## src/source/icache_defs.svh

```systemverilog
`ifndef ICACHE_DEFS_SVH
`define ICACHE_DEFS_SVH

// address split, 21 + 6 + 3 + 2 bits
`define ICACHE_TAG_W    21
`define ICACHE_INDEX_W  6

// number of sets per way
`define ICACHE_SETS     64

// line geometry, eight 32-bit words
`define ICACHE_WORDS    8
`define ICACHE_LINE_W   256

`endif

```

## src/source/icache_pkg.sv

```systemverilog
`default_nettype none

`include "icache_defs.svh"

package icache_pkg;

    // fetch address, as a raw word or split into fields
    typedef union packed {
        logic [31:0] raw;
        struct packed {
            logic [`ICACHE_TAG_W-1:0]          tag;
            logic [`ICACHE_INDEX_W-1:0]        index;
            logic [$clog2(`ICACHE_WORDS)-1:0]  word;
            logic [1:0]                        byte_sel;
        } f;
    } icache_addr_u;

    typedef enum logic {
        ICACHE_IDLE,
        ICACHE_READ
    } icache_status_e;

    typedef struct packed {
        logic                     valid;
        logic [`ICACHE_TAG_W-1:0] tag;
    } icache_tagv_t;

endpackage

`default_nettype wire

```

## src/source/icache_ifs.sv

```systemverilog
`default_nettype none

`include "icache_defs.svh"

////////////////////
// lookup stage toward compare and install
////////////////////
interface icache_lookup_if import icache_pkg::*; ();

    logic                      req;
    icache_addr_u              addr;
    icache_tagv_t              tagv0;
    icache_tagv_t              tagv1;
    logic [`ICACHE_LINE_W-1:0] data0;
    logic [`ICACHE_LINE_W-1:0] data1;
    logic                      stall;

    modport lookup_mp (
        output req, addr, tagv0, tagv1, data0, data1,
        input  stall
    );

    modport compare_mp (
        input  req, addr, tagv0, tagv1, data0, data1,
        output stall
    );

    // lru update on hits only needs the fetch itself
    modport install_mp (
        input req, addr
    );

endinterface


`default_nettype wire

```

## src/source/icache_lookup.sv

```systemverilog
`default_nettype none

`include "icache_defs.svh"

module icache_lookup import icache_pkg::*; (
    input  wire logic                       clk,
    input  wire logic                       rst_n,
    input  wire logic                       fetch_req_i,
    input  icache_addr_u                    fetch_addr_i,
    output logic [`ICACHE_INDEX_W-1:0]      rd_index_o,
    icache_lookup_if.lookup_mp              lk,
    input  icache_tagv_t                    rd_tagv0_i,
    input  icache_tagv_t                    rd_tagv1_i,
    input  wire logic [`ICACHE_LINE_W-1:0]  rd_line0_i,
    input  wire logic [`ICACHE_LINE_W-1:0]  rd_line1_i
);

    logic         req_q;
    icache_addr_u addr_q;

    // accept a new fetch only when compare is not stalling
    always_ff @(posedge clk or negedge rst_n) begin
        if (!rst_n) begin
            req_q <= 1'b0;
        end else if (!lk.stall) begin
            req_q <= fetch_req_i;
        end
    end

    always_ff @(posedge clk) begin
        if (!lk.stall && fetch_req_i) begin
            addr_q <= fetch_addr_i;
        end
    end

    // under stall keep reading the held set,
    // so tags reflect the install write once it lands
    assign rd_index_o = lk.stall ? addr_q.f.index : fetch_addr_i.f.index;

    ////////////////////
    // toward compare
    ////////////////////
    assign lk.req   = req_q;
    assign lk.addr  = addr_q;
    assign lk.tagv0 = rd_tagv0_i;
    assign lk.tagv1 = rd_tagv1_i;
    assign lk.data0 = rd_line0_i;
    assign lk.data1 = rd_line1_i;

endmodule

`default_nettype wire

```

## src/flat_wrapper.sv

```systemverilog
// flat-port wrapper written by rule: the top's interface ports become plain ports
module icache_lookup_flat import icache_pkg::*;
  (clk, rst_n, fetch_req_i, fetch_addr_i, rd_index_o, rd_tagv0_i, rd_tagv1_i, rd_line0_i, rd_line1_i, lk_req, lk_addr, lk_tagv0, lk_tagv1, lk_data0, lk_data1, lk_stall);
  icache_lookup_if lk_i ();
  input  wire logic clk;
  input  wire logic rst_n;
  input  wire logic fetch_req_i;
  input  icache_addr_u fetch_addr_i;
  output logic [`ICACHE_INDEX_W-1:0] rd_index_o;
  input  icache_tagv_t rd_tagv0_i;
  input  icache_tagv_t rd_tagv1_i;
  input  wire logic [`ICACHE_LINE_W-1:0] rd_line0_i;
  input  wire logic [`ICACHE_LINE_W-1:0] rd_line1_i;
  output wire logic [$bits(lk_i.req)-1:0] lk_req;
  output wire logic [$bits(lk_i.addr)-1:0] lk_addr;
  output wire logic [$bits(lk_i.tagv0)-1:0] lk_tagv0;
  output wire logic [$bits(lk_i.tagv1)-1:0] lk_tagv1;
  output wire logic [$bits(lk_i.data0)-1:0] lk_data0;
  output wire logic [$bits(lk_i.data1)-1:0] lk_data1;
  input wire logic [$bits(lk_i.stall)-1:0] lk_stall;
  assign lk_req = lk_i.req;
  assign lk_addr = lk_i.addr;
  assign lk_tagv0 = lk_i.tagv0;
  assign lk_tagv1 = lk_i.tagv1;
  assign lk_data0 = lk_i.data0;
  assign lk_data1 = lk_i.data1;
  assign lk_i.stall = lk_stall;
  icache_lookup u_core (.clk(clk), .rst_n(rst_n), .fetch_req_i(fetch_req_i), .fetch_addr_i(fetch_addr_i), .rd_index_o(rd_index_o), .lk(lk_i), .rd_tagv0_i(rd_tagv0_i), .rd_tagv1_i(rd_tagv1_i), .rd_line0_i(rd_line0_i), .rd_line1_i(rd_line1_i));
endmodule
```

## config.mk

```make
export PLATFORM = sky130hd
export DESIGN_NAME = icache_lookup_flat
export DESIGN_NICKNAME = d
export VERILOG_FILES = /design/src/source/icache_pkg.sv /design/src/source/icache_ifs.sv /design/src/source/icache_lookup.sv /design/src/flat_wrapper.sv
export VERILOG_INCLUDE_DIRS = /design/src /design/src/source
export SDC_FILE = /design/constraint.sdc
export NUM_CORES = 1
export LEC_CHECK = 0
export ABC_AREA = 1
export BUFFER_PORTS_ARGS = -buffer_cell sky130_fd_sc_hd__buf_2
export CAP_MARGIN = 10
export CORE_AREA = 2 2 459 461
export CTS_CLUSTER_DIAMETER = 60
export DETAILED_ROUTE_END_ITERATION = 6
export DIE_AREA = 0 0 461 463
export SLEW_MARGIN = 20
export SYNTH_ARGS = -nofsm -noshare
export SYNTH_HDL_FRONTEND = slang
export SYNTH_SLANG_ARGS = --single-unit
```

## constraint.sdc

```tcl
create_clock -name clk -period 0.9 [get_ports clk]
set_clock_uncertainty 0.2 [all_clocks]
set_input_delay 0.045 -clock clk [delete_from_list [all_inputs] [get_ports clk]]
set_output_delay 0.045 -clock clk [all_outputs]
set_load 0.1 [all_outputs]
```

==> reports/results.md <==
| Group | Metric | This run |
|:---|:---|:---|
| clock network | Maximum number of buffers from clock root to sink | 2 |
| pwr | Largest vdd supply drop | 0.582 mV |
| pwr | Reported leakage power | 3.81 nW |
| outcome | Violations in the final reports | negative hold slack, negative setup slack |
| synthesis | Simple logic cell fraction of the synthesized area | 0.0155 |
| global route | Largest net degree at the start of global routing | 16 |
| pwr | Areal power density over the cells | 1260 nW/um^2 |
| die | Y dimension of the die | 463 um |
| outcome | Outcome | finished with violations |
| flow run | # Max-Cap Violations | 0 |
| clock network | Clock tree root buffer cell | sky130_fd_sc_hd__clkbuf_16 |
| synthesis | Library cells used by synthesis | 8 |
| hold path | Startpoint of the lowest-slack hold path | fetch_addr_i[10] |
| route | Number of vias after detailed routing | 3387 |
| synthesis | Number of storage elements in the synthesis netlist | 33 |
| die | Initial Utilization | 0.0252 |
| critical path | CP Buf/Inv Count | 2 |
| route | First-pass iteration count of the detailed router | 5 |
| sta | Crit path time final | 1.35 ns |
| synthesis | Share of the synthesized netlist area taken by xor and xnor gates | 0 |
| global route | Via count of the first global-routing pass | 3419 |
| critical path | Critical path cell sequence | buf_4, buf_12 |
| route | Routed wire length | 159000 um |
| critical path | Slowest stage delay, CP | 0.43 ns |
| final layout | Number of nets in the final layout | 1045 |
| placement | Cell total after placement | 2947 |
| sta | Worst-margin pin slew | 0.269 ns |
| sta | Final critical-path share of the clock period | 1.50 |
| critical path | Worst r2r src | u_core.lk.req$_DFFE_PN0N_ |
| clock network | Latest clock arrival within the worst-skew pair | 0.29 ns |
| sta | Tightest slew margin relative to the limit | 0.820 |
| route | Routed len/inst | 48.8 um |
| placement | Detail Placement HPWL | 156000 um |
| die | Die width | 461 um |
| route | Initial detailed-routing violation count | 205 |
| synthesis | Average size of a mapped cell | 8.58 um^2 |
| route | Highest routing layer actually used | met5 |
| die | Number of top-level pins | 1187 |
| synthesis | Largest family of logic cells by synthesized area | buffers and inverters |
| critical path | CP endpoint kind | primary output |
| critical path | Signal arrival time at the worst endpoint | 1.10 ns |
| synthesis | Multiplexer share of the synthesized area | 0 |
| clock network | Clk pin slew, worst setup/hold paths | 0.07 ns |
| sta | Number of endpoints failing setup at the final stage | 40 |
| sta | PnR worst setup slack | -0.446 ns |
| sta | Setup repair after global routing missed its margin | yes |
| critical path | Critical path startpoint | u_core.lk.addr[8]$_DFFE_PP_ |
| placement | Dpl cell area | 5790 um^2 |
| clock network | Number of levels in the clock H-tree | 2 |
| synthesis | Compound-cell area share of the yosys netlist | 0 |
| synthesis | Count of mapped cells out of synthesis | 613 |
| hold path | Hold crit path type | in -> reg |
| critical path | Family with the most delay on the worst path | flip-flops |
| synthesis | Adder-cell area share of the yosys netlist | 0 |
| route | Met3 routed wirelength | 45600 um |
| sta | Final Max Slew Viols | 0 |
| route | Met2 wire length | 67300 um |
| placement | Global placer's final weighted congestion | 0.882 |
| clock network | CTS tree | done |
| route | Metal-1 WL | 40000 um |
| route | Post-route ant nets | 0 |
| global route | GR Overflow Total | 0 |
| clock network | Number of buffers created by CTS | 5 |
| route | Vias per cell | 1.04 |
| sta | Final Hold Vio Count | 290 |
| synthesis | Share of synthesized area occupied by flip-flops and latches | 0.187 |
| critical path | Type of the worst setup path | reg -> out |
| critical path | Crit path launch type | register |
| placement | Worst slack at placement | -0.377 ns |
| global route | Total GRT Usage | 0.143 |
| critical path | Worst path required time | 0.65 ns |
| clock network | Number of sinks handled by clock tree synthesis | 33 |
| final layout | Area Overhead vs Synth | 124% |
| synthesis | Count of yosys warnings during synthesis | 0 |
| die | Core Footprint | 209000 um^2 |
| final layout | Layout Cell Area excl Fill | 11800 um^2 |
| die | Site row count | 168 |
| sta | Min Hold Slack | -0.224 ns |
| critical path | Worst path slowest cell | sky130_fd_sc_hd__edfxtp_1 |
| global route | Number of antenna violations at the first check in global routing | 6 |
| synthesis | Post-synthesis net count | 1205 |
| die | Overall die area | 213000 um^2 |
| sta | Max Clk Rate | 743 MHz |
| final layout | Count of placed standard cells in the final layout, fillers left out | 3261 |
| global route | Global-route wire length before repair | 169000 um |
| synthesis | Area of the mapped netlist | 5260 um^2 |
| final layout | Fraction of final layout cells with drive strength greater than 1 | 0.841 |
| route | Post-detailed-route DRC marker count | 0 |
| placement | Number of port buffers | 74 |
| critical path | Critical Path Fanout Max | 2 |
## final timing paths
path / slack, ns / cells after the start / end
setup / recovery: -0.45 / 2 / lk_addr[8]
hold / removal: -0.22 / 1 / u_core.lk.addr[10]$_DFFE_PP_
setup reg to reg: 0 / 2 / u_core.lk.req$_DFFE_PN0N_
hold reg to reg: 0.35 / 2 / u_core.lk.req$_DFFE_PN0N_
max in group asynchronous: 0.31 / 2 / u_core.lk.req$_DFFE_PN0N_
min in group asynchronous: 0.09 / 2 / u_core.lk.req$_DFFE_PN0N_
## placed cells by master (no fill, tap or decap), types with 5 or more instances in the layout
cell type,instances
sky130_fd_sc_hd__dlymetal6s4s_1,6
sky130_fd_sc_hd__nand2_8,6
sky130_fd_sc_hd__nand2_1,8
sky130_fd_sc_hd__buf_2,33
sky130_fd_sc_hd__edfxtp_1,32
sky130_fd_sc_hd__buf_12,311
sky130_fd_sc_hd__nand2_2,6
sky130_fd_sc_hd__buf_4,9
sky130_fd_sc_hd__clkbuf_16,5
sky130_fd_sc_hd__dlygate4sd3_1,26
## worst reg2reg max path, delay by kind of cell (launching register included)
family	cells	cell delay, ns
DFF	1	0.49
and+or+nand+nor	2	0.11
## kinds of logic after synthesis
kind of cell,count (synthesis)
simple gates,21
buf+inv,559
flops,33
## timing repair
item	4_1_cts	5_1_grt
buffers inserted	2	0
cloned	2	0
gates resized for setup	7	7
hold buffers	295	6
pin swaps	6	0
setup endpoints to repair	69	47
endpoints found under the hold margin	590	297
## per-layer routing
metal,track usage,up-vias
met5,0.00837,-
met4,0.0458,2
met3,0.189,211
met2,0.215,806
met1,0.105,1371
li1,-,997
## area by class of cell
cell class                 count  area, um^2
multi-input combinational     21         199
fill                       24500      197000
sequential                    33         990
timing repair buffer         390        6890
inverter                       2        18.8
clock inverter                 3        46.3
tap                         2805        3510
clock buffer                   5         125
antenna                        2        5.00
## stage by stage
| stage | power, mW | setup TNS, ns | util |
|---|---|---|---|
| 2_1_floorplan | 14.6 | -24.35 | - |
| 3_3_place_gp | 3.82 | -13.44 | 0.0278 |
| 3_5_place_dp | 3.82 | -14.14 | 0.0278 |
| 4_1_cts | 15.1 | -13.03 | 0.0558 |
| 5_1_grt | 15.2 | -13.30 | 0.0565 |
| 6_report | 14.8 | -12.21 | 0.0565 |
## sequential cells by signal, indices dropped and copies added, names as in the netlist
signal,cells
u_core.lk.addr,32
u_core.lk.req,1
## power by group
group	leakage, nW	switching, mW	internal, mW	total (mW)
clock network	0.0800	0.873	1.32	2.19
registers	0.311	0.0913	1.81	1.90
logic	3.42	7.53	3.20	10.7
## synthesized netlist by cell type
| cell type | number | share of area |
|---|---|---|
| sky130_fd_sc_hd__inv_1 | 1 | 0.00071 |
| sky130_fd_sc_hd__buf_6 | 1 | 0.0021 |
| sky130_fd_sc_hd__nand2_1 | 20 | 0.014 |
| sky130_fd_sc_hd__dfrtp_1 | 1 | 0.0048 |
| sky130_fd_sc_hd__nand2_2 | 1 | 0.0012 |
| sky130_fd_sc_hd__inv_2 | 1 | 0.00071 |
| sky130_fd_sc_hd__buf_4 | 556 | 0.79 |
| sky130_fd_sc_hd__edfxtp_1 | 32 | 0.18 |
No activity file was read; power rests on OpenSTA's default activity.
