===== src/source/icache_defs.svh =====
`ifndef ICACHE_DEFS_SVH
`define ICACHE_DEFS_SVH

// address split, 21 + 6 + 3 + 2 bits
`define ICACHE_TAG_W    21
`define ICACHE_INDEX_W  6

// number of sets per way
`define ICACHE_SETS     64

// line geometry, eight 32-bit words
`define ICACHE_WORDS    8
`define ICACHE_LINE_W   256

`endif


===== src/source/icache_pkg.sv =====
`default_nettype none

`include "icache_defs.svh"

package icache_pkg;

    // fetch address, as a raw word or split into fields
    typedef union packed {
        logic [31:0] raw;
        struct packed {
            logic [`ICACHE_TAG_W-1:0]          tag;
            logic [`ICACHE_INDEX_W-1:0]        index;
            logic [$clog2(`ICACHE_WORDS)-1:0]  word;
            logic [1:0]                        byte_sel;
        } f;
    } icache_addr_u;

    typedef enum logic {
        ICACHE_IDLE,
        ICACHE_READ
    } icache_status_e;

    typedef struct packed {
        logic                     valid;
        logic [`ICACHE_TAG_W-1:0] tag;
    } icache_tagv_t;

endpackage

`default_nettype wire


===== src/source/icache_ifs.sv =====
`default_nettype none

`include "icache_defs.svh"

////////////////////
// lookup stage toward compare and install
////////////////////
interface icache_lookup_if import icache_pkg::*; ();

    logic                      req;
    icache_addr_u              addr;
    icache_tagv_t              tagv0;
    icache_tagv_t              tagv1;
    logic [`ICACHE_LINE_W-1:0] data0;
    logic [`ICACHE_LINE_W-1:0] data1;
    logic                      stall;

    modport lookup_mp (
        output req, addr, tagv0, tagv1, data0, data1,
        input  stall
    );

    modport compare_mp (
        input  req, addr, tagv0, tagv1, data0, data1,
        output stall
    );

    // lru update on hits only needs the fetch itself
    modport install_mp (
        input req, addr
    );

endinterface

////////////////////
// refill bus side
////////////////////
interface icache_refill_if import icache_pkg::*; ();

    icache_addr_u              miss_addr;
    logic                      axi_req;
    logic                      rend;
    logic [`ICACHE_LINE_W-1:0] line;
    logic                      installing;

    modport compare_mp (
        output miss_addr, axi_req,
        input  rend, line, installing
    );

    modport install_mp (
        input  miss_addr, rend, line,
        output installing
    );

endinterface

`default_nettype wire


===== src/source/icache_compare.sv =====
`default_nettype none

`include "icache_defs.svh"

module icache_compare import icache_pkg::*; (
    input  wire logic           clk,
    input  wire logic           rst_n,
    icache_lookup_if.compare_mp lk,
    icache_refill_if.compare_mp rf,
    output logic [31:0]         fetch_rdata_o,
    output logic                fetch_valid_o,
    output logic                hit_way_o
);

    icache_status_e status_q;
    logic           hit0;
    logic           hit1;
    logic           hit;
    logic           axi_req;
    icache_addr_u   miss_addr;
    logic [31:0]    refill_word;
    logic [31:0]    read_data_q;

    function automatic logic [31:0] pick_word(
        input logic [`ICACHE_LINE_W-1:0]         line,
        input logic [$clog2(`ICACHE_WORDS)-1:0]  idx
    );
        pick_word = line[idx*32 +: 32];
    endfunction

    ////////////////////
    // hit compare
    ////////////////////
    assign hit0 = lk.tagv0.valid && (lk.tagv0.tag == lk.addr.f.tag);
    assign hit1 = lk.tagv1.valid && (lk.tagv1.tag == lk.addr.f.tag);
    assign hit  = hit0 | hit1;

    assign hit_way_o = hit1;

    // one request per miss; installing covers the stale tags
    // read in the cycle right after the line is written
    assign axi_req = lk.req && !hit && !rf.installing && (status_q == ICACHE_IDLE);

    always_comb begin
        miss_addr            = lk.addr;
        miss_addr.f.word     = '0;
        miss_addr.f.byte_sel = '0;
    end

    assign rf.axi_req   = axi_req;
    assign rf.miss_addr = miss_addr;

    ////////////////////
    // miss FSM
    ////////////////////
    always_ff @(posedge clk or negedge rst_n) begin
        if (!rst_n) begin
            status_q <= ICACHE_IDLE;
        end else begin
            case (status_q)
                ICACHE_IDLE: if (axi_req) status_q <= ICACHE_READ;
                ICACHE_READ: if (rf.rend) status_q <= ICACHE_IDLE;
                default:     status_q <= ICACHE_IDLE;
            endcase
        end
    end

    // stall rises together with the request
    assign lk.stall = axi_req | (status_q == ICACHE_READ);

    // word of the returning line, kept for the completion cycle
    assign refill_word = pick_word(rf.line, lk.addr.f.word);

    always_ff @(posedge clk) begin
        if ((status_q == ICACHE_READ) && rf.rend) begin
            read_data_q <= refill_word;
        end
    end

    ////////////////////
    // to cpu
    ////////////////////
    assign fetch_rdata_o = hit0 ? pick_word(lk.data0, lk.addr.f.word) :
                           hit1 ? pick_word(lk.data1, lk.addr.f.word) :
                           read_data_q;

    assign fetch_valid_o = lk.req && (hit || rf.installing);

endmodule

`default_nettype wire


===== src/flat_wrapper.sv =====
// flat-port wrapper written by rule: the top's interface ports become plain ports
module icache_compare_flat import icache_pkg::*;
  (clk, rst_n, fetch_rdata_o, fetch_valid_o, hit_way_o, lk_req, lk_addr, lk_tagv0, lk_tagv1, lk_data0, lk_data1, lk_stall, rf_miss_addr, rf_axi_req, rf_rend, rf_line, rf_installing);
  icache_lookup_if lk_i ();
  icache_refill_if rf_i ();
  input  wire logic clk;
  input  wire logic rst_n;
  output logic [31:0] fetch_rdata_o;
  output logic fetch_valid_o;
  output logic hit_way_o;
  input wire logic [$bits(lk_i.req)-1:0] lk_req;
  input wire logic [$bits(lk_i.addr)-1:0] lk_addr;
  input wire logic [$bits(lk_i.tagv0)-1:0] lk_tagv0;
  input wire logic [$bits(lk_i.tagv1)-1:0] lk_tagv1;
  input wire logic [$bits(lk_i.data0)-1:0] lk_data0;
  input wire logic [$bits(lk_i.data1)-1:0] lk_data1;
  output wire logic [$bits(lk_i.stall)-1:0] lk_stall;
  output wire logic [$bits(rf_i.miss_addr)-1:0] rf_miss_addr;
  output wire logic [$bits(rf_i.axi_req)-1:0] rf_axi_req;
  input wire logic [$bits(rf_i.rend)-1:0] rf_rend;
  input wire logic [$bits(rf_i.line)-1:0] rf_line;
  input wire logic [$bits(rf_i.installing)-1:0] rf_installing;
  assign lk_i.req = lk_req;
  assign lk_i.addr = lk_addr;
  assign lk_i.tagv0 = lk_tagv0;
  assign lk_i.tagv1 = lk_tagv1;
  assign lk_i.data0 = lk_data0;
  assign lk_i.data1 = lk_data1;
  assign lk_stall = lk_i.stall;
  assign rf_miss_addr = rf_i.miss_addr;
  assign rf_axi_req = rf_i.axi_req;
  assign rf_i.rend = rf_rend;
  assign rf_i.line = rf_line;
  assign rf_i.installing = rf_installing;
  icache_compare u_core (.clk(clk), .rst_n(rst_n), .lk(lk_i), .rf(rf_i), .fetch_rdata_o(fetch_rdata_o), .fetch_valid_o(fetch_valid_o), .hit_way_o(hit_way_o));
endmodule

===== config.mk =====
export PLATFORM = sky130hd
export DESIGN_NAME = icache_compare_flat
export DESIGN_NICKNAME = d
export VERILOG_FILES = /design/src/source/icache_pkg.sv /design/src/source/icache_ifs.sv /design/src/source/icache_compare.sv /design/src/flat_wrapper.sv
export VERILOG_INCLUDE_DIRS = /design/src /design/src/source
export SDC_FILE = /design/constraint.sdc
export NUM_CORES = 1
export LEC_CHECK = 0
export ABC_AREA = 0
export BUFFER_PORTS_ARGS = -buffer_cell sky130_fd_sc_hd__buf_2
export CORE_AREA = 2 2 361 363
export DETAILED_ROUTE_END_ITERATION = 16
export DIE_AREA = 0 0 363 365
export GPL_ROUTABILITY_DRIVEN = 0
export HOLD_SLACK_MARGIN = 0.12
export PLACE_DENSITY_LB_ADDON = 0.15
export SYNTH_ARGS = -nofsm -noshare
export SYNTH_HDL_FRONTEND = slang
export SYNTH_SLANG_ARGS = --single-unit
export TNS_END_PERCENT = 100

===== constraint.sdc =====
create_clock -name clk -period 4 [get_ports clk]
set_input_delay 0.6 -clock clk [delete_from_list [all_inputs] [get_ports clk]]
set_output_delay 0.6 -clock clk [all_outputs]
set_load 0.01 [all_outputs]

==> impl_metrics.tcl <==
set metrics [dict create \
    outcome "finished, final reports clean" \
    skew_ps 8.86 \
    start_kind "input port" \
    clk_latency_ps 310 \
    syn-cell-area_um2 8210 \
    placed_cells 3113 \
    clk_pin_slew_worst_paths_ps 50 \
    grt.total_usage_pct 10.7 \
    synth_seq_cells 33 \
    powerDensity_nw_per_um2 150 \
    rows 132 \
    synth_cell_type_count 33 \
    drt_iter0_markers 471 \
    vdd_drop_max_v 0.000135 \
    numClockSinks 33 \
    tns_ps 0 \
    n_fill_cell 14818 \
    relSlewSlack_pct 34.7 \
    rsz0062_at_grt "false" \
    min_period_over_period_pct 89.3 \
    fmax_ghz 0.280 \
    yosysWarnings 0 \
    area_growth_syn_to_layout_pct 80.6 \
    drc 0 \
    cts_inserted_buffers 5 \
    seq_area_frac_synth_pct 12.0 \
    ant_nets 0 \
    min_period_ps 3570 \
    worst_ep_arrival_time_ps 2970 \
    root_buffer "clkbuf_16" \
    synth_area_per_cell_um2 13.5 \
    post_cts_buffers 0 \
    cts_tree "yes" \
    path_class "in -> out" \
    drive_above_1_share_pct 83.3 \
    antenna_found_initial 54 \
    leakagePower_nw 6.18 \
    drt_wl_total_um 75800 \
    netlist_instances 607 \
    hpwl_um 67900 \
    core-area_um2 129000 \
    io-pin-count 917 \
    die_w_um 363 \
    grt_max_degree 68 \
    nets 2295 \
    worst_slew_pin_slew_ps 980 \
    finalMaxSlewViolations 0 \
    firstDrtPassIters 5 \
    worstPathMaxFanout 20 \
    final_cells 3130 \
    worst_ep_required_time_ps 3400 \
    die_h_um 365 \
    die_area_um2 132000 \
    setup-violations-final 0 \
    htree_levels 2 \
    wl_per_cell_um 24.2 \
    hold_viol 0 \
    max-cap-violations 0 \
    overflow 0 \
    num_vias 10232 \
    numPortBuffers 897 \
    critPathMaxStageDelay_ps 580 \
    vias_per_cell 3.27 \
    endpoint_kind "primary output" \
    path_cells "buf_2 -> xor2_1 -> nor4_1 -> nand4_1 -> or2_2 -> buf_12 -> o22ai_1 -> buf_2" \
    floorplan.initialDensity_pct 6.38 \
    grt_pass1_vias 11069 \
    slowest_stage "or2_2" \
    cpMostUsedCell "buf_2" \
    clockBufferDepth 2 \
    grt_pass1_wl_um 96100 \
    hold_class "reg -> reg" \
]
per-stage QoR:
stage / total power (W) / util, % / instance area (µm²) / setup WS, ps / hold WS, ps
3_3_place_gp: 0.00182 / 11.4 / 14600 / -39.4 / 376
6_report: 0.00222 / 11.5 / 14800 / 428 / 535
4_1_cts: 0.00230 / 11.5 / 14800 / 349 / 539
3_5_place_dp: 0.00183 / 11.4 / 14600 / -4.32 / 378
2_1_floorplan: 0.00110 / - / 8220 / 1390 / 304
5_1_grt: 0.00237 / 11.5 / 14800 / 305 / 564
layout make-up:
class	instances	area (µm²)	area share, %
well taps	1675	2100	14.1
multi-input cells	466	6630	44.7
flip-flops and latches	33	986	6.65
diodes	8	20.0	0.135
clock buffers	8	146	0.988
repair buffers	937	4930	33.3
inverters	3	11.3	0.0760
cells in the mapped netlist (all sizes together):
cell | instances | area share, %
or2 | 1 | 0.076
o41ai | 1 | 0.11
o22ai | 32 | 2.4
buf | 68 | 5.6
conb | 1 | 0.046
edfxtp | 32 | 12
and4b | 1 | 0.12
nor2b | 1 | 0.076
and2 | 2 | 0.15
o32ai | 32 | 3.4
dfrtp | 1 | 0.30
clkbuf | 41 | 1.9
inv | 3 | 0.14
mux2 | 64 | 8.8
mux2i | 32 | 3.9
xnor2 | 4 | 0.43
nand2b | 2 | 0.15
a21oi | 32 | 2.0
nor3 | 1 | 0.061
nand4 | 4 | 0.30
nor4 | 14 | 1.1
o31a | 1 | 0.11
o31ai | 1 | 0.092
and4 | 1 | 0.11
mux4 | 192 | 53
nand3 | 1 | 0.061
xor2 | 38 | 4.1
nor2 | 2 | 0.092
nand2 | 2 | 0.092
per-layer routing:
metal	vias up	global-route usage [%]	share of wire, %
li1	4351	-	-
met1	5151	14.3	44
met2	633	18.1	48
met3	87	2.01	6.7
met4	10	1.61	1.3
met5	-	0	0.10
worst max-delay path: cells and delay by family:
kind / cells / cell delay, ps
compound gates: 1 / 220
xor+xnor: 1 / 150
buf+inv: 3 / 570
simple gates: 3 / 1410
power by group:
part	internal [W]	switching (W)	leakage, nW	total [W]
clock network	0.000249	0.000178	0.0712	0.000427
registers	0.000413	0.0000126	0.308	0.000426
logic	0.000766	0.000597	5.80	0.00136
cells by family (layout without fill, tap and decap cells):
| family | count (synthesis) | in the layout | share of synthesized area (%) |
|---|---|---|---|
| mux | 288 | 288 | 65.4 |
| buf+inv | 112 | 948 | 7.59 |
| compound gates | 99 | 99 | 8.11 |
| xor+xnor | 42 | 42 | 4.48 |
| flops | 33 | 33 | 12.0 |
| simple gates | 32 | 32 | 2.36 |
| other cells | 1 | 13 | 0.0457 |
flip-flops by register name, indices dropped and copies added, names as in the netlist:
register and flops:
u_core.read_data_q 32, u_core.status_q 1
cell usage in the layout, fill, tap and decap left out, types with 2 or more instances in the layout:
cell type	netlist	final
a21oi_1	32	32
and2_2	0	2
buf_12	0	9
buf_2	27	894
buf_4	35	30
buf_8	0	2
clkbuf_1	41	2
clkbuf_16	0	5
conb_1	1	5
diode_2	0	8
edfxtp_1	32	32
inv_1	3	3
mux2_2	64	64
mux2i_1	32	32
mux4_2	192	192
nand2b_1	2	2
nand4_1	4	4
nor2_1	2	2
nor4_1	14	14
o22ai_1	32	32
o32ai_1	32	31
xnor2_1	4	4
xor2_1	38	38
final timing paths:
| path | start | endpoint | slack (ps) | depth (start not counted) |
|---|---|---|---|---|
| max | lk_addr[16] | fetch_rdata_o[23] | 430 | 8 |
| min | u_core.status_q | u_core.status_q | 530 | 1 |
| max reg2reg | u_core.status_q | u_core.read_data_q[11] | 2380 | 1 |
| min reg2reg | u_core.status_q | u_core.status_q | 530 | 1 |
| max in group asynchronous | rst_n | u_core.status_q | 3280 | 2 |
| min in group asynchronous | rst_n | u_core.status_q | 640 | 2 |
repair_timing:
action                                  CTS  global route
endpoints found under the hold margin     1             0
resized for setup                         1             0
endpoints found under the setup margin    1             0
hold buffers                              1             0
(Power assumes the default switching activity.)
