## config.mk

```make
export PLATFORM = sky130hd
export DESIGN_NAME = icache_install_flat
export DESIGN_NICKNAME = d
export VERILOG_FILES = /design/src/source/icache_pkg.sv /design/src/source/icache_ifs.sv /design/src/source/icache_install.sv /design/src/flat_wrapper.sv
export VERILOG_INCLUDE_DIRS = /design/src /design/src/source
export SDC_FILE = /design/constraint.sdc
export NUM_CORES = 1
export LEC_CHECK = 0
export BUFFER_PORTS_ARGS = -buffer_cell sky130_fd_sc_hd__buf_2
export CORE_AREA = 2 2 239 241
export CTS_BUF_LIST = sky130_fd_sc_hd__clkbuf_8
export DETAILED_ROUTE_END_ITERATION = 7
export DIE_AREA = 0 0 241 243
export SLEW_MARGIN = 40
export SYNTH_ARGS = -nofsm -noshare
export SYNTH_HDL_FRONTEND = slang
export SYNTH_SLANG_ARGS = --single-unit
export TNS_END_PERCENT = 30
```

## constraint.sdc

```tcl
create_clock -name clk -period 5 [get_ports clk]
set_clock_uncertainty 0.1 [all_clocks]
set_input_delay 1.25 -clock clk [delete_from_list [all_inputs] [get_ports clk]]
set_output_delay 1.25 -clock clk [all_outputs]
set_load 0.05 [all_outputs]
```

## src/source/icache_defs.svh

```systemverilog
`ifndef ICACHE_DEFS_SVH
`define ICACHE_DEFS_SVH

// address split, 21 + 6 + 3 + 2 bits
`define ICACHE_TAG_W    21
`define ICACHE_INDEX_W  6

// number of sets per way
`define ICACHE_SETS     64

// line geometry, eight 32-bit words
`define ICACHE_WORDS    8
`define ICACHE_LINE_W   256

`endif

```

## src/source/icache_pkg.sv

```systemverilog
`default_nettype none

`include "icache_defs.svh"

package icache_pkg;

    // fetch address, as a raw word or split into fields
    typedef union packed {
        logic [31:0] raw;
        struct packed {
            logic [`ICACHE_TAG_W-1:0]          tag;
            logic [`ICACHE_INDEX_W-1:0]        index;
            logic [$clog2(`ICACHE_WORDS)-1:0]  word;
            logic [1:0]                        byte_sel;
        } f;
    } icache_addr_u;

    typedef enum logic {
        ICACHE_IDLE,
        ICACHE_READ
    } icache_status_e;

    typedef struct packed {
        logic                     valid;
        logic [`ICACHE_TAG_W-1:0] tag;
    } icache_tagv_t;

endpackage

`default_nettype wire

```

## src/source/icache_ifs.sv

```systemverilog
`default_nettype none

`include "icache_defs.svh"

////////////////////
// lookup stage toward compare and install
////////////////////
interface icache_lookup_if import icache_pkg::*; ();

    logic                      req;
    icache_addr_u              addr;
    icache_tagv_t              tagv0;
    icache_tagv_t              tagv1;
    logic [`ICACHE_LINE_W-1:0] data0;
    logic [`ICACHE_LINE_W-1:0] data1;
    logic                      stall;

    modport lookup_mp (
        output req, addr, tagv0, tagv1, data0, data1,
        input  stall
    );

    modport compare_mp (
        input  req, addr, tagv0, tagv1, data0, data1,
        output stall
    );

    // lru update on hits only needs the fetch itself
    modport install_mp (
        input req, addr
    );

endinterface

////////////////////
// refill bus side
////////////////////
interface icache_refill_if import icache_pkg::*; ();

    icache_addr_u              miss_addr;
    logic                      axi_req;
    logic                      rend;
    logic [`ICACHE_LINE_W-1:0] line;
    logic                      installing;

    modport compare_mp (
        output miss_addr, axi_req,
        input  rend, line, installing
    );

    modport install_mp (
        input  miss_addr, rend, line,
        output installing
    );

endinterface

`default_nettype wire

```

## src/source/icache_install.sv

```systemverilog
`default_nettype none

`include "icache_defs.svh"

module icache_install import icache_pkg::*; (
    input  wire logic                  clk,
    input  wire logic                  rst_n,
    icache_lookup_if.install_mp        lk,
    icache_refill_if.install_mp        rf,
    input  wire logic                  hit_way_i,
    input  wire logic                  hit_i,
    output logic                       wr_en_o,
    output logic                       wr_way_o,
    output logic [`ICACHE_INDEX_W-1:0] wr_index_o,
    output icache_tagv_t               wr_tagv_o,
    output logic [`ICACHE_LINE_W-1:0]  wr_line_o
);

    // one bit per set, names the victim way
    logic [`ICACHE_SETS-1:0] lru_q;
    logic                    installing_q;

    always_ff @(posedge clk or negedge rst_n) begin
        if (!rst_n) begin
            lru_q        <= '0;
            installing_q <= 1'b0;
        end else begin
            installing_q <= rf.rend;
            if (rf.rend) begin
                lru_q[rf.miss_addr.f.index] <= ~lru_q[rf.miss_addr.f.index];
            end else if (lk.req && hit_i && !installing_q) begin
                // the completion cycle is not a real hit
                lru_q[lk.addr.f.index] <= ~hit_way_i;
            end
        end
    end

    ////////////////////
    // line write into the victim
    ////////////////////
    assign wr_en_o    = rf.rend;
    assign wr_way_o   = lru_q[rf.miss_addr.f.index];
    assign wr_index_o = rf.miss_addr.f.index;
    assign wr_tagv_o  = '{valid: 1'b1, tag: rf.miss_addr.f.tag};
    assign wr_line_o  = rf.line;

    assign rf.installing = installing_q;

endmodule

`default_nettype wire

```

## src/flat_wrapper.sv

```systemverilog
// flat-port wrapper written by rule: the top's interface ports become plain ports
module icache_install_flat import icache_pkg::*;
  (clk, rst_n, hit_way_i, hit_i, wr_en_o, wr_way_o, wr_index_o, wr_tagv_o, wr_line_o, lk_req, lk_addr, rf_miss_addr, rf_rend, rf_line, rf_installing);
  icache_lookup_if lk_i ();
  icache_refill_if rf_i ();
  input  wire logic clk;
  input  wire logic rst_n;
  input  wire logic hit_way_i;
  input  wire logic hit_i;
  output logic wr_en_o;
  output logic wr_way_o;
  output logic [`ICACHE_INDEX_W-1:0] wr_index_o;
  output icache_tagv_t wr_tagv_o;
  output logic [`ICACHE_LINE_W-1:0] wr_line_o;
  input wire logic [$bits(lk_i.req)-1:0] lk_req;
  input wire logic [$bits(lk_i.addr)-1:0] lk_addr;
  input wire logic [$bits(rf_i.miss_addr)-1:0] rf_miss_addr;
  input wire logic [$bits(rf_i.rend)-1:0] rf_rend;
  input wire logic [$bits(rf_i.line)-1:0] rf_line;
  output wire logic [$bits(rf_i.installing)-1:0] rf_installing;
  assign lk_i.req = lk_req;
  assign lk_i.addr = lk_addr;
  assign rf_i.miss_addr = rf_miss_addr;
  assign rf_i.rend = rf_rend;
  assign rf_i.line = rf_line;
  assign rf_installing = rf_i.installing;
  icache_install u_core (.clk(clk), .rst_n(rst_n), .lk(lk_i), .rf(rf_i), .hit_way_i(hit_way_i), .hit_i(hit_i), .wr_en_o(wr_en_o), .wr_way_o(wr_way_o), .wr_index_o(wr_index_o), .wr_tagv_o(wr_tagv_o), .wr_line_o(wr_line_o));
endmodule
```

==> run summary, run 1 <==
Final Slew Violations = 0
Layout-stage area growth over the synthesis result = -12.4%
Final HPWL from detailed placement = 16800 um
Setup repair after global routing missed its margin = false
Accumulated negative setup slack = 0 ns
Row Count = 87
Worst stage delay on the critical path = 0.50 ns
Maximum net fanout on the critical path = 11
Final setup viols = 0
# port buffers = 26
Slew at the pin closest to its max-slew limit = 0.728 ns
Number of library cell types mapped by synthesis = 53
Type of destination of the critical path = output pin
Commonest cells after routing, fill and taps aside = 118 x sky130_fd_sc_hd__nand2_1, 89 x sky130_fd_sc_hd__o211ai_1, 65 x sky130_fd_sc_hd__dfrtp_1
DIE WIDTH = 241 um
Synth Warn # = 0
Number of endpoints with negative hold slack in the final report = 0
Routed wire length per instance = 17.8 um
Cells after Synth = 849
Post-synth EDFFs = 0
Starting Density = 12.2%
Antenna Violating Nets Remaining = 0
Top-Level Pins = 613
Areal power density over the cells = 264 nW/um^2
Placer's final routability congestion estimate = 0.872
Global-route usage over all layers = 7.87%
Worst-path cell with the longest stage delay = sky130_fd_sc_hd__or4_1
Total standard cell area after synthesis = 6810 um^2
Root buffer cell = sky130_fd_sc_hd__clkbuf_8
Antenna diode instance count = 0
Leakage component of the power = 0.00179 uW
Fillers = 6498
Vias in the first global route = 5511
Number of levels the H-tree was split into = 3
Final routed DRC violation total = 0
Result of the run = finished, final reports clean
Net total in the final layout = 901
Final Instance Count excl. Fillers = 1336
Clk pin slew, worst setup/hold paths = 0.07 ns
Vias per cell = 4.11
Flip-flop and latch count after synthesis = 65
Number of buffer and inverter instances along the worst setup path = 3
Max Root-Sink Buffers = 2
Clk sink count = 65
Initial antenna violation count = 5
Leading cell type in the layout, fill and taps excluded = sky130_fd_sc_hd__nand2_1
Final routed wirelength across all metal layers = 23700 um
Maximum number of pins on one net before global-route repair = 40
Syn_area_per_cell = 8.02 um^2
Tmin final = 4.87 ns
Initial detailed-routing violation count = 732
Cells along the critical path = clkbuf_4, buf_4, mux2_2, a221oi_1, o21a_1, o32ai_1, or4_1, buf_2
Max-capacitance violation count = 0
Cell family with most CP delay = buffers and inverters
Vias = 5494
Class of the tightest hold or removal check = reg2reg
Max VDD drop = 0.114 mV
Kind of start point of the critical path = input port
Flip-flop cell with the highest count after synthesis = sky130_fd_sc_hd__dfrtp_1
Total grt overflow = 0
Data arrival time of the critical path = 3.52 ns
Final worst-path cycle share = 97.5%
Placed insts = 1320
Async set-reset flop share out of synthesis = 100%
# hold bufs at CTS = 0
Core region area = 56000 um^2
Layout cell share with drive strength beyond 1 = 15.7%
CTS buffer count = 9
Critical path required time = 3.65 ns
Proportion of synthesized chip area in sequential cells = 23.9%
Overall die area = 58600 um^2
Max-slew headroom at the worst pin = 51.1%
Net count after synthesis = 1175
Wire length of the first global-routing pass = 34800 um
Start-to-end type of the worst setup path = in2out
Worst-Skew Late Latency = 0.39 ns
Timing-limited maximum frequency = 0.205 GHz
Die height = 243 um
Number of detailed-routing iterations run before antenna repair = 6
CTS tree = done
stage by stage:
step                      instance area [um^2]  util [%]  power (uW)  hold slack (ns)  setup slack [ns]
after CTS                                 5960      10.6        1570            0.443            0.0252
after global placement                    5710      10.2        1060            0.419            0.0915
after global routing                      5970      10.7        1640            0.469            0.0312
final                                     5970      10.7        1570            0.441             0.126
after detailed placement                  5750      10.3        1080            0.421            0.0436
after floorplan                           6810         -        1540            0.375             0.495
Yosys cell counts, types with 2 or more instances:
| cell type | count | share of area, % |
|---|---|---|
| sky130_fd_sc_hd__buf_2 | 5 | 0.37 |
| sky130_fd_sc_hd__and2_1 | 5 | 0.46 |
| sky130_fd_sc_hd__clkbuf_1 | 37 | 2.0 |
| sky130_fd_sc_hd__o21ai_0 | 3 | 0.22 |
| sky130_fd_sc_hd__a221oi_1 | 10 | 1.3 |
| sky130_fd_sc_hd__a2bb2oi_1 | 3 | 0.39 |
| sky130_fd_sc_hd__and3_1 | 3 | 0.28 |
| sky130_fd_sc_hd__nand2b_1 | 5 | 0.46 |
| sky130_fd_sc_hd__buf_4 | 285 | 31 |
| sky130_fd_sc_hd__nand3b_1 | 3 | 0.33 |
| sky130_fd_sc_hd__mux2_2 | 3 | 0.50 |
| sky130_fd_sc_hd__buf_6 | 3 | 0.50 |
| sky130_fd_sc_hd__dfrtp_1 | 65 | 24 |
| sky130_fd_sc_hd__inv_1 | 4 | 0.22 |
| sky130_fd_sc_hd__nor2_1 | 30 | 1.7 |
| sky130_fd_sc_hd__o221ai_1 | 38 | 4.9 |
| sky130_fd_sc_hd__a22oi_1 | 3 | 0.33 |
| sky130_fd_sc_hd__o32ai_1 | 3 | 0.39 |
| sky130_fd_sc_hd__mux4_2 | 3 | 0.99 |
| sky130_fd_sc_hd__or2_2 | 4 | 0.37 |
| sky130_fd_sc_hd__and2_4 | 2 | 0.26 |
| sky130_fd_sc_hd__a21oi_1 | 38 | 2.8 |
| sky130_fd_sc_hd__o211ai_1 | 89 | 9.8 |
| sky130_fd_sc_hd__nor2b_1 | 6 | 0.55 |
| sky130_fd_sc_hd__and3b_1 | 3 | 0.39 |
| sky130_fd_sc_hd__nor4_1 | 3 | 0.28 |
| sky130_fd_sc_hd__nor3_1 | 7 | 0.51 |
| sky130_fd_sc_hd__a211oi_1 | 3 | 0.33 |
| sky130_fd_sc_hd__nand3_1 | 8 | 0.59 |
| sky130_fd_sc_hd__a21o_1 | 2 | 0.22 |
| sky130_fd_sc_hd__or3_1 | 3 | 0.28 |
| sky130_fd_sc_hd__buf_1 | 5 | 0.28 |
| sky130_fd_sc_hd__a211o_1 | 22 | 2.8 |
| sky130_fd_sc_hd__mux2i_1 | 7 | 1.0 |
| sky130_fd_sc_hd__nand2_1 | 118 | 6.5 |
worst min-delay path, cell delays in order, from the launching register on:
cell and delay, ns:
sky130_fd_sc_hd__dfrtp_1 0.34, sky130_fd_sc_hd__o211ai_1 0.09, sky130_fd_sc_hd__o221ai_1 0.07
flip-flops by register name, indices dropped and copies added, names as in the netlist:
name	count
u_core.rf.installing	1
u_core.lru_q	64
cells by family (layout without fill, tap and decap cells):
group,Yosys count,in the layout,share of synthesized area [%]
AO/OA/AOI/OAI,223,223,24.7
buffers and inverters,339,70,34.8
flip-flops,65,65,23.9
multiplexers,14,14,2.74
other,1,1,0.0551
AND/OR/NAND/NOR,207,207,13.8
power by group:
| part | internal, uW | switching, uW | total (uW) |
|---|---|---|---|
| sequential | 631 | 69.2 | 700 |
| clock | 267 | 231 | 498 |
| combinational | 153 | 223 | 376 |
area by class of cell:
class	instances	area [um^2]	area share (%)
sequential	65	1630	27.3
clock inverter	4	42.5	0.713
inverter	4	15.0	0.252
timing repair buffer	50	315	5.29
multi-input combinational	445	2860	47.9
clock buffer	12	165	2.77
tap	756	946	15.9
metal layers:
layer	track usage, %	wire [um]
met1	9.12	8860
met2	11.7	10300
met3	3.74	3350
met4	4.54	1180
met5	0.421	32
timing repair:
| action | 4_1_cts | 5_1_grt |
|---|---|---|
| setup buffers | 0 | 0 |
| endpoints found under the setup margin | 0 | 1 |
| resized for setup | 0 | 2 |
final timing paths:
kind	startpoint	to	slack, ns	depth (start not counted)
worst max-delay path	rf_miss_addr[7]	wr_way_o	0.13	8
worst min-delay path	u_core.lru_q[23]	u_core.lru_q[23]	0.44	2
worst max register to register	u_core.rf.installing	u_core.lru_q[39]	2.20	5
worst min register to register	u_core.lru_q[23]	u_core.lru_q[23]	0.44	2
max in group asynchronous	rst_n	u_core.lru_q[14]	3.20	2
min in group asynchronous	rst_n	u_core.lru_q[38]	0.77	1
(Power assumes the default switching activity.)
==> run 2, diff against run 1 <==
Settings changed: CORE_AREA 2 2 239 241 to 2 2 235 237, DIE_AREA 0 0 241 243 to 0 0 237 239, PLACE_DENSITY_LB_ADDON set to 0.1.
Clock period 5 ns to 4.6 ns, I/O delays scaled along.
==> run 2 against run 1 <==
Sequential power is 10% higher. Flip-flop and latch count stayed put. Wire length up 34%. Utilization increased by 0.77 points. Design area grew 4.1%. Cell count decreased by 1.3%. Sequential share of layout area down 1.1 points. Largest cell class unchanged. Largest power group unchanged. Highest routed layer is now met4.
==> run summary, run 2 (synthesis results as in run 1) <==
Most flops, register = u_core.lru_q
Final worst-path cycle share = 97.7%
Global-route usage over all layers = 11.1%
Clk sink count = 65
Wire length of the first global-routing pass = 43800 um
Kind of start point of the critical path = input port
Row Count = 86
Class of the tightest hold or removal check = reg2reg
Placed insts = 1300
Top-Level Pins = 613
Max-capacitance violation count = 0
Vias in the first global route = 5465
Post-CTS Setup Bufs = 0
Root buffer cell = sky130_fd_sc_hd__clkbuf_8
Max Root-Sink Buffers = 2
Post-layout util = 11.4%
Placer's final routability congestion estimate = 0.708
Start-to-end type of the worst setup path = in2out
Leakage component of the power = 0.00197 uW
Max VDD drop = 0.111 mV
Routed wire length per instance = 24.1 um
Final Slew Violations = 0
Antenna Violating Nets Remaining = 0
Setup Slack @ Placement = -0.304 ns
Post-route cell area = 6210 um^2
Tmin final = 4.49 ns
Layout-stage area growth over the synthesis result = -8.79%
Areal power density over the cells = 292 nW/um^2
Met1 track utilization from global routing = 13.3%
Sequential standard cell area = 1630 um^2
Number of endpoints with negative hold slack in the final report = 0
CTS tree = done
Setup repair after global routing missed its margin = false
Final routed DRC violation total = 0
# hold bufs at CTS = 0
Fillers = 6201
Timing-limited maximum frequency = 0.223 GHz
Maximum number of pins on one net before global-route repair = 55
Type of destination of the critical path = output pin
Critical path required time = 3.35 ns
Result of the run = finished, final reports clean
Met3 usage in global routing = 3.20%
Final routed wirelength across all metal layers = 31800 um
Max-slew headroom at the worst pin = 49.9%
Vias = 5276
Clk pin slew, worst setup/hold paths = 0.08 ns
Number of levels the H-tree was split into = 3
Die height = 239 um
Routing layer with the top usage in global route = met2
# port buffers = 26
CTS buffer count = 9
Final Instance Count excl. Fillers = 1318
Global Route met2 Usage = 18.2%
Overall die area = 56600 um^2
Area used by multi-input combinational logic = 2860 um^2
Worst-Skew Late Latency = 0.41 ns
Worst hold slack = 0.447 ns
Total grt overflow = 0
Final HPWL from detailed placement = 22600 um
Max FFs per register = 64
Initial detailed-routing violation count = 265
Commonest cells after routing, fill and taps aside = 117 x sky130_fd_sc_hd__nand2_1, 89 x sky130_fd_sc_hd__o211ai_1, 65 x sky130_fd_sc_hd__dfrtp_1
Data arrival time of the critical path = 3.24 ns
WHS Path Cells = 2
Layout cell share with drive strength beyond 1 = 20.6%
Starting Density = 12.5%
Maximum net fanout on the critical path = 13
R2r worst-path depth = 6
Final setup viols = 0
Net total in the final layout = 934
DP Area = 5970 um^2
Smallest setup slack after layout = 0.106 ns
Leading cell type in the layout, fill and taps excluded = sky130_fd_sc_hd__nand2_1
Slew at the pin closest to its max-slew limit = 0.750 ns
DIE WIDTH = 237 um
Number of detailed-routing iterations run before antenna repair = 4
Initial antenna violation count = 1
Core region area = 54300 um^2
Vias per cell = 4.00
run 2: cell types whose count changed in the layout (fill, tap and decap cells not counted), moves of 2 or more:
cell | previous run | this run
sky130_fd_sc_hd__nor2_2 | 5 | 1
sky130_fd_sc_hd__buf_12 | 0 | 3
sky130_fd_sc_hd__nor2_1 | 25 | 29
sky130_fd_sc_hd__buf_4 | 25 | 55
sky130_fd_sc_hd__buf_6 | 0 | 2
sky130_fd_sc_hd__clkbuf_8 | 12 | 15
sky130_fd_sc_hd__inv_1 | 6 | 4
run 2: report_power, final:
| part | switching, uW | internal (uW) | total (uW) | leakage, uW |
|---|---|---|---|---|
| clock network | 297 | 284 | 582 | 0.000112 |
| logic | 271 | 191 | 462 | 0.00102 |
| registers | 86.3 | 685 | 771 | 0.000836 |
| total | 654 | 1160 | 1820 | 0.00197 |
run 2: area by class of cell:
cell class,instances,share of cell area [%]
tap,704,14.2
antenna,1,0.0403
clock inverter,1,0.0806
timing repair buffer,83,9.83
sequential,65,26.2
inverter,4,0.242
multi-input combinational,445,46.1
clock buffer,15,3.32
run 2: final timing paths:
path | startpoint | to | slack (ns)
max reg2reg | u_core.rf.installing | u_core.lru_q[39] | 1.88
max | rf_miss_addr[6] | wr_way_o | 0.11
min in group asynchronous | rst_n | u_core.lru_q[29] | 0.64
max in group asynchronous | rst_n | u_core.lru_q[43] | 3.09
min | u_core.lru_q[51] | u_core.lru_q[51] | 0.45
min reg2reg | u_core.lru_q[51] | u_core.lru_q[51] | 0.45
run 2: critical path, stage by stage:
cell                        delay (ns)
sky130_fd_sc_hd__buf_4            0.22
sky130_fd_sc_hd__mux4_2           0.55
sky130_fd_sc_hd__o2bb2ai_1        0.17
sky130_fd_sc_hd__a211oi_1         0.07
sky130_fd_sc_hd__a22o_2           0.30
sky130_fd_sc_hd__or4_4            0.59
sky130_fd_sc_hd__buf_6            0.18
run 2: stage by stage:
stage	power, uW	setup TNS, ns
finish	1820	0
global route	1920	0
CTS	1850	0
detailed placement	1250	-0.304
global placement	1250	-0.292
floorplan	1680	0
run 2: what timing repair did:
| item | CTS | global route |
|---|---|---|
| resized for setup | 3 | 4 |
| endpoints found under the setup margin | 1 | 1 |
| hold endpoints to repair | 0 | 0 |
| pin swaps | 0 | 1 |
run 2: routing by layer:
metal,wire length (um),vias to the layer above
met1,13400,2611
met5,0,-
li1,-,2300
met3,2310,101
met2,14900,264
met4,1180,0
==> run 3, diff against run 2 <==
--- a/constraint.sdc
+++ b/constraint.sdc
@@ -4,2 +4,2 @@
 set_output_delay 1.15 -clock clk [all_outputs]
-set_load 0.05 [all_outputs]
+set_load 0.02 [all_outputs]
==> run 3 against run 2 <==
Global-route usage about the same. Non-clock buffer count up 1. Critical endpoint unchanged. Clock-buffer cell count fell by 5. Clock power down 19%. Register-to-register slack got worse by 0.03 ns. Sequential power hardly changed. Sequential share of layout area increased by 0.26 points. Critical path depth is 2 higher. Fmax down 0.79%. Flip-flop and latch count unchanged.
==> run summary, run 3 (synthesis results as in run 1) <==
CTS buffer count = 9
Max Root-Sink Buffers = 2
Start-to-end type of the worst setup path = in2out
Timing-limited maximum frequency = 0.221 GHz
# port buffers = 26
Clk sink count = 65
Overall die area = 56600 um^2
Number of detailed-routing iterations run before antenna repair = 5
Leakage component of the power = 0.00196 uW
Maximum number of pins on one net before global-route repair = 57
Final routed DRC violation total = 0
Result of the run = finished, final reports clean
Core region area = 54300 um^2
CTS tree = done
Max FFs per register = 64
Starting Density = 12.5%
Routed wire length per instance = 23.8 um
Row Count = 86
Layout-stage area growth over the synthesis result = -9.69%
Clk pin slew, worst setup/hold paths = 0.08 ns
Max-capacitance violation count = 0
Initial detailed-routing violation count = 456
Leading cell type in the layout, fill and taps excluded = sky130_fd_sc_hd__nand2_1
Vias in the first global route = 5391
Final worst-path cycle share = 98.5%
Worst stage delay on the critical path = 0.49 ns
Net total in the final layout = 935
Post-CTS Setup Bufs = 0
Most flops, register = u_core.lru_q
Commonest cells after routing, fill and taps aside = 118 x sky130_fd_sc_hd__nand2_1, 89 x sky130_fd_sc_hd__o211ai_1, 65 x sky130_fd_sc_hd__dfrtp_1
Final setup viols = 0
Kind of start point of the critical path = input port
Worst-Skew Late Latency = 0.41 ns
Number of endpoints with negative hold slack in the final report = 0
Top-Level Pins = 613
Die height = 239 um
Total power of the final layout = 1690 uW
Post-layout util = 11.3%
Placer's final routability congestion estimate = 0.708
Cell repeated most along the worst path = sky130_fd_sc_hd__buf_2
Type of destination of the critical path = output pin
Antenna Violating Nets Remaining = 0
Tmin final = 4.53 ns
Areal power density over the cells = 274 nW/um^2
Vias per cell = 4.00
Class of the tightest hold or removal check = reg2reg
Sequential standard cell area = 1630 um^2
# hold bufs at CTS = 0
Max VDD drop = 0.105 mV
Area used by multi-input combinational logic = 2850 um^2
Global-route usage over all layers = 11.1%
Worst-path cell with the longest stage delay = sky130_fd_sc_hd__or4_4
Setup repair after global routing missed its margin = false
Cells along the critical path = buf_2, buf_12, buf_4, mux2_2, a221oi_1, o21a_1, o32ai_1, or4_4, buf_2
Initial antenna violation count = 2
Wire length of the first global-routing pass = 43700 um
Final Slew Violations = 0
Root buffer cell = sky130_fd_sc_hd__clkbuf_8
Vias = 5271
Number of levels the H-tree was split into = 3
Data arrival time of the critical path = 3.28 ns
Critical path required time = 3.35 ns
Total grt overflow = 0
Fillers = 6200
Final HPWL from detailed placement = 22700 um
Layout cell share with drive strength beyond 1 = 19.6%
DIE WIDTH = 237 um
Final routed wirelength across all metal layers = 31400 um
Max-slew headroom at the worst pin = 41.0%
Maximum net fanout on the critical path = 14
Slew at the pin closest to its max-slew limit = 0.881 ns
run 3: cell count changes in the layout (fill, tap and decap cells not counted), sizes merged:
| cell | previous run | this run |
|---|---|---|
| clkbuf | 15 | 10 |
| clkinv | 1 | 0 |
| inv | 4 | 9 |
| diode | 1 | 2 |
| buf | 83 | 84 |
run 3: layout make-up:
| class | count | area share (%) |
|---|---|---|
| clock inverters | 5 | 0.305 |
| clock buffers | 10 | 2.24 |
| flip-flops and latches | 65 | 26.5 |
| well taps | 704 | 14.3 |
| multi-input cells | 445 | 46.3 |
| inverters | 4 | 0.244 |
| repair buffers | 84 | 10.0 |
| diodes | 2 | 0.0814 |
run 3: per-stage QoR:
| step | hold slack, ns | std cells | instance area [um^2] | setup slack, ns | TNS (ns) |
|---|---|---|---|---|---|
| finish | 0.444 | 1319 | 6150 | 0.0701 | 0 |
| global route | 0.477 | 1318 | 6150 | 0.00637 | 0 |
| detailed placement | 0.431 | 1302 | 5970 | -0.146 | -0.146 |
| global placement | 0.443 | 1300 | 5940 | -0.155 | -0.155 |
| floorplan | 0.375 | 849 | 6810 | 0.435 | 0 |
| CTS | 0.451 | 1317 | 6140 | 0.0568 | 0 |
run 3: worst max-delay path, delay by kind of cell:
family | cells | cell delay [ns]
muxes | 1 | 0.32
and+or+nand+nor | 1 | 0.49
AOI/OAI and AO/OA | 3 | 0.73
buffers and inverters | 4 | 0.57
run 3: where the power goes:
| group | total, uW | leakage (uW) | switching, uW | internal, uW |
|---|---|---|---|---|
| clock | 469 | 0.0000985 | 271 | 198 |
| sequential | 772 | 0.000836 | 87.3 | 685 |
| combinational | 444 | 0.00102 | 254 | 190 |
| total | 1690 | 0.00196 | 613 | 1070 |
run 3: metal layers:
layer / part of all wire, % / track usage (%) / vias up
li1: - / - / 2283
met1: 43 / 13.7 / 2639
met2: 47 / 17.9 / 263
met3: 7.2 / 3.63 / 86
met4: 2.8 / 4.35 / 0
met5: 0 / 0 / -
run 3: path summary, 6_finish.rpt:
| check | from | to | slack [ns] | cells after the start |
|---|---|---|---|---|
| min reg2reg | u_core.lru_q[20] | u_core.lru_q[20] | 0.44 | 2 |
| min in group asynchronous | rst_n | u_core.lru_q[51] | 0.63 | 1 |
| min | u_core.lru_q[20] | u_core.lru_q[20] | 0.44 | 2 |
| max | rf_miss_addr[7] | wr_way_o | 0.07 | 9 |
| max reg2reg | u_core.rf.installing | u_core.lru_q[39] | 1.85 | 6 |
| max in group asynchronous | rst_n | u_core.lru_q[13] | 3.14 | 2 |
run 3: timing repair:
item / in CTS / in global routing
gates resized for setup: 2 / 1
pin swaps: 0 / 1
endpoints found under the setup margin: 1 / 1
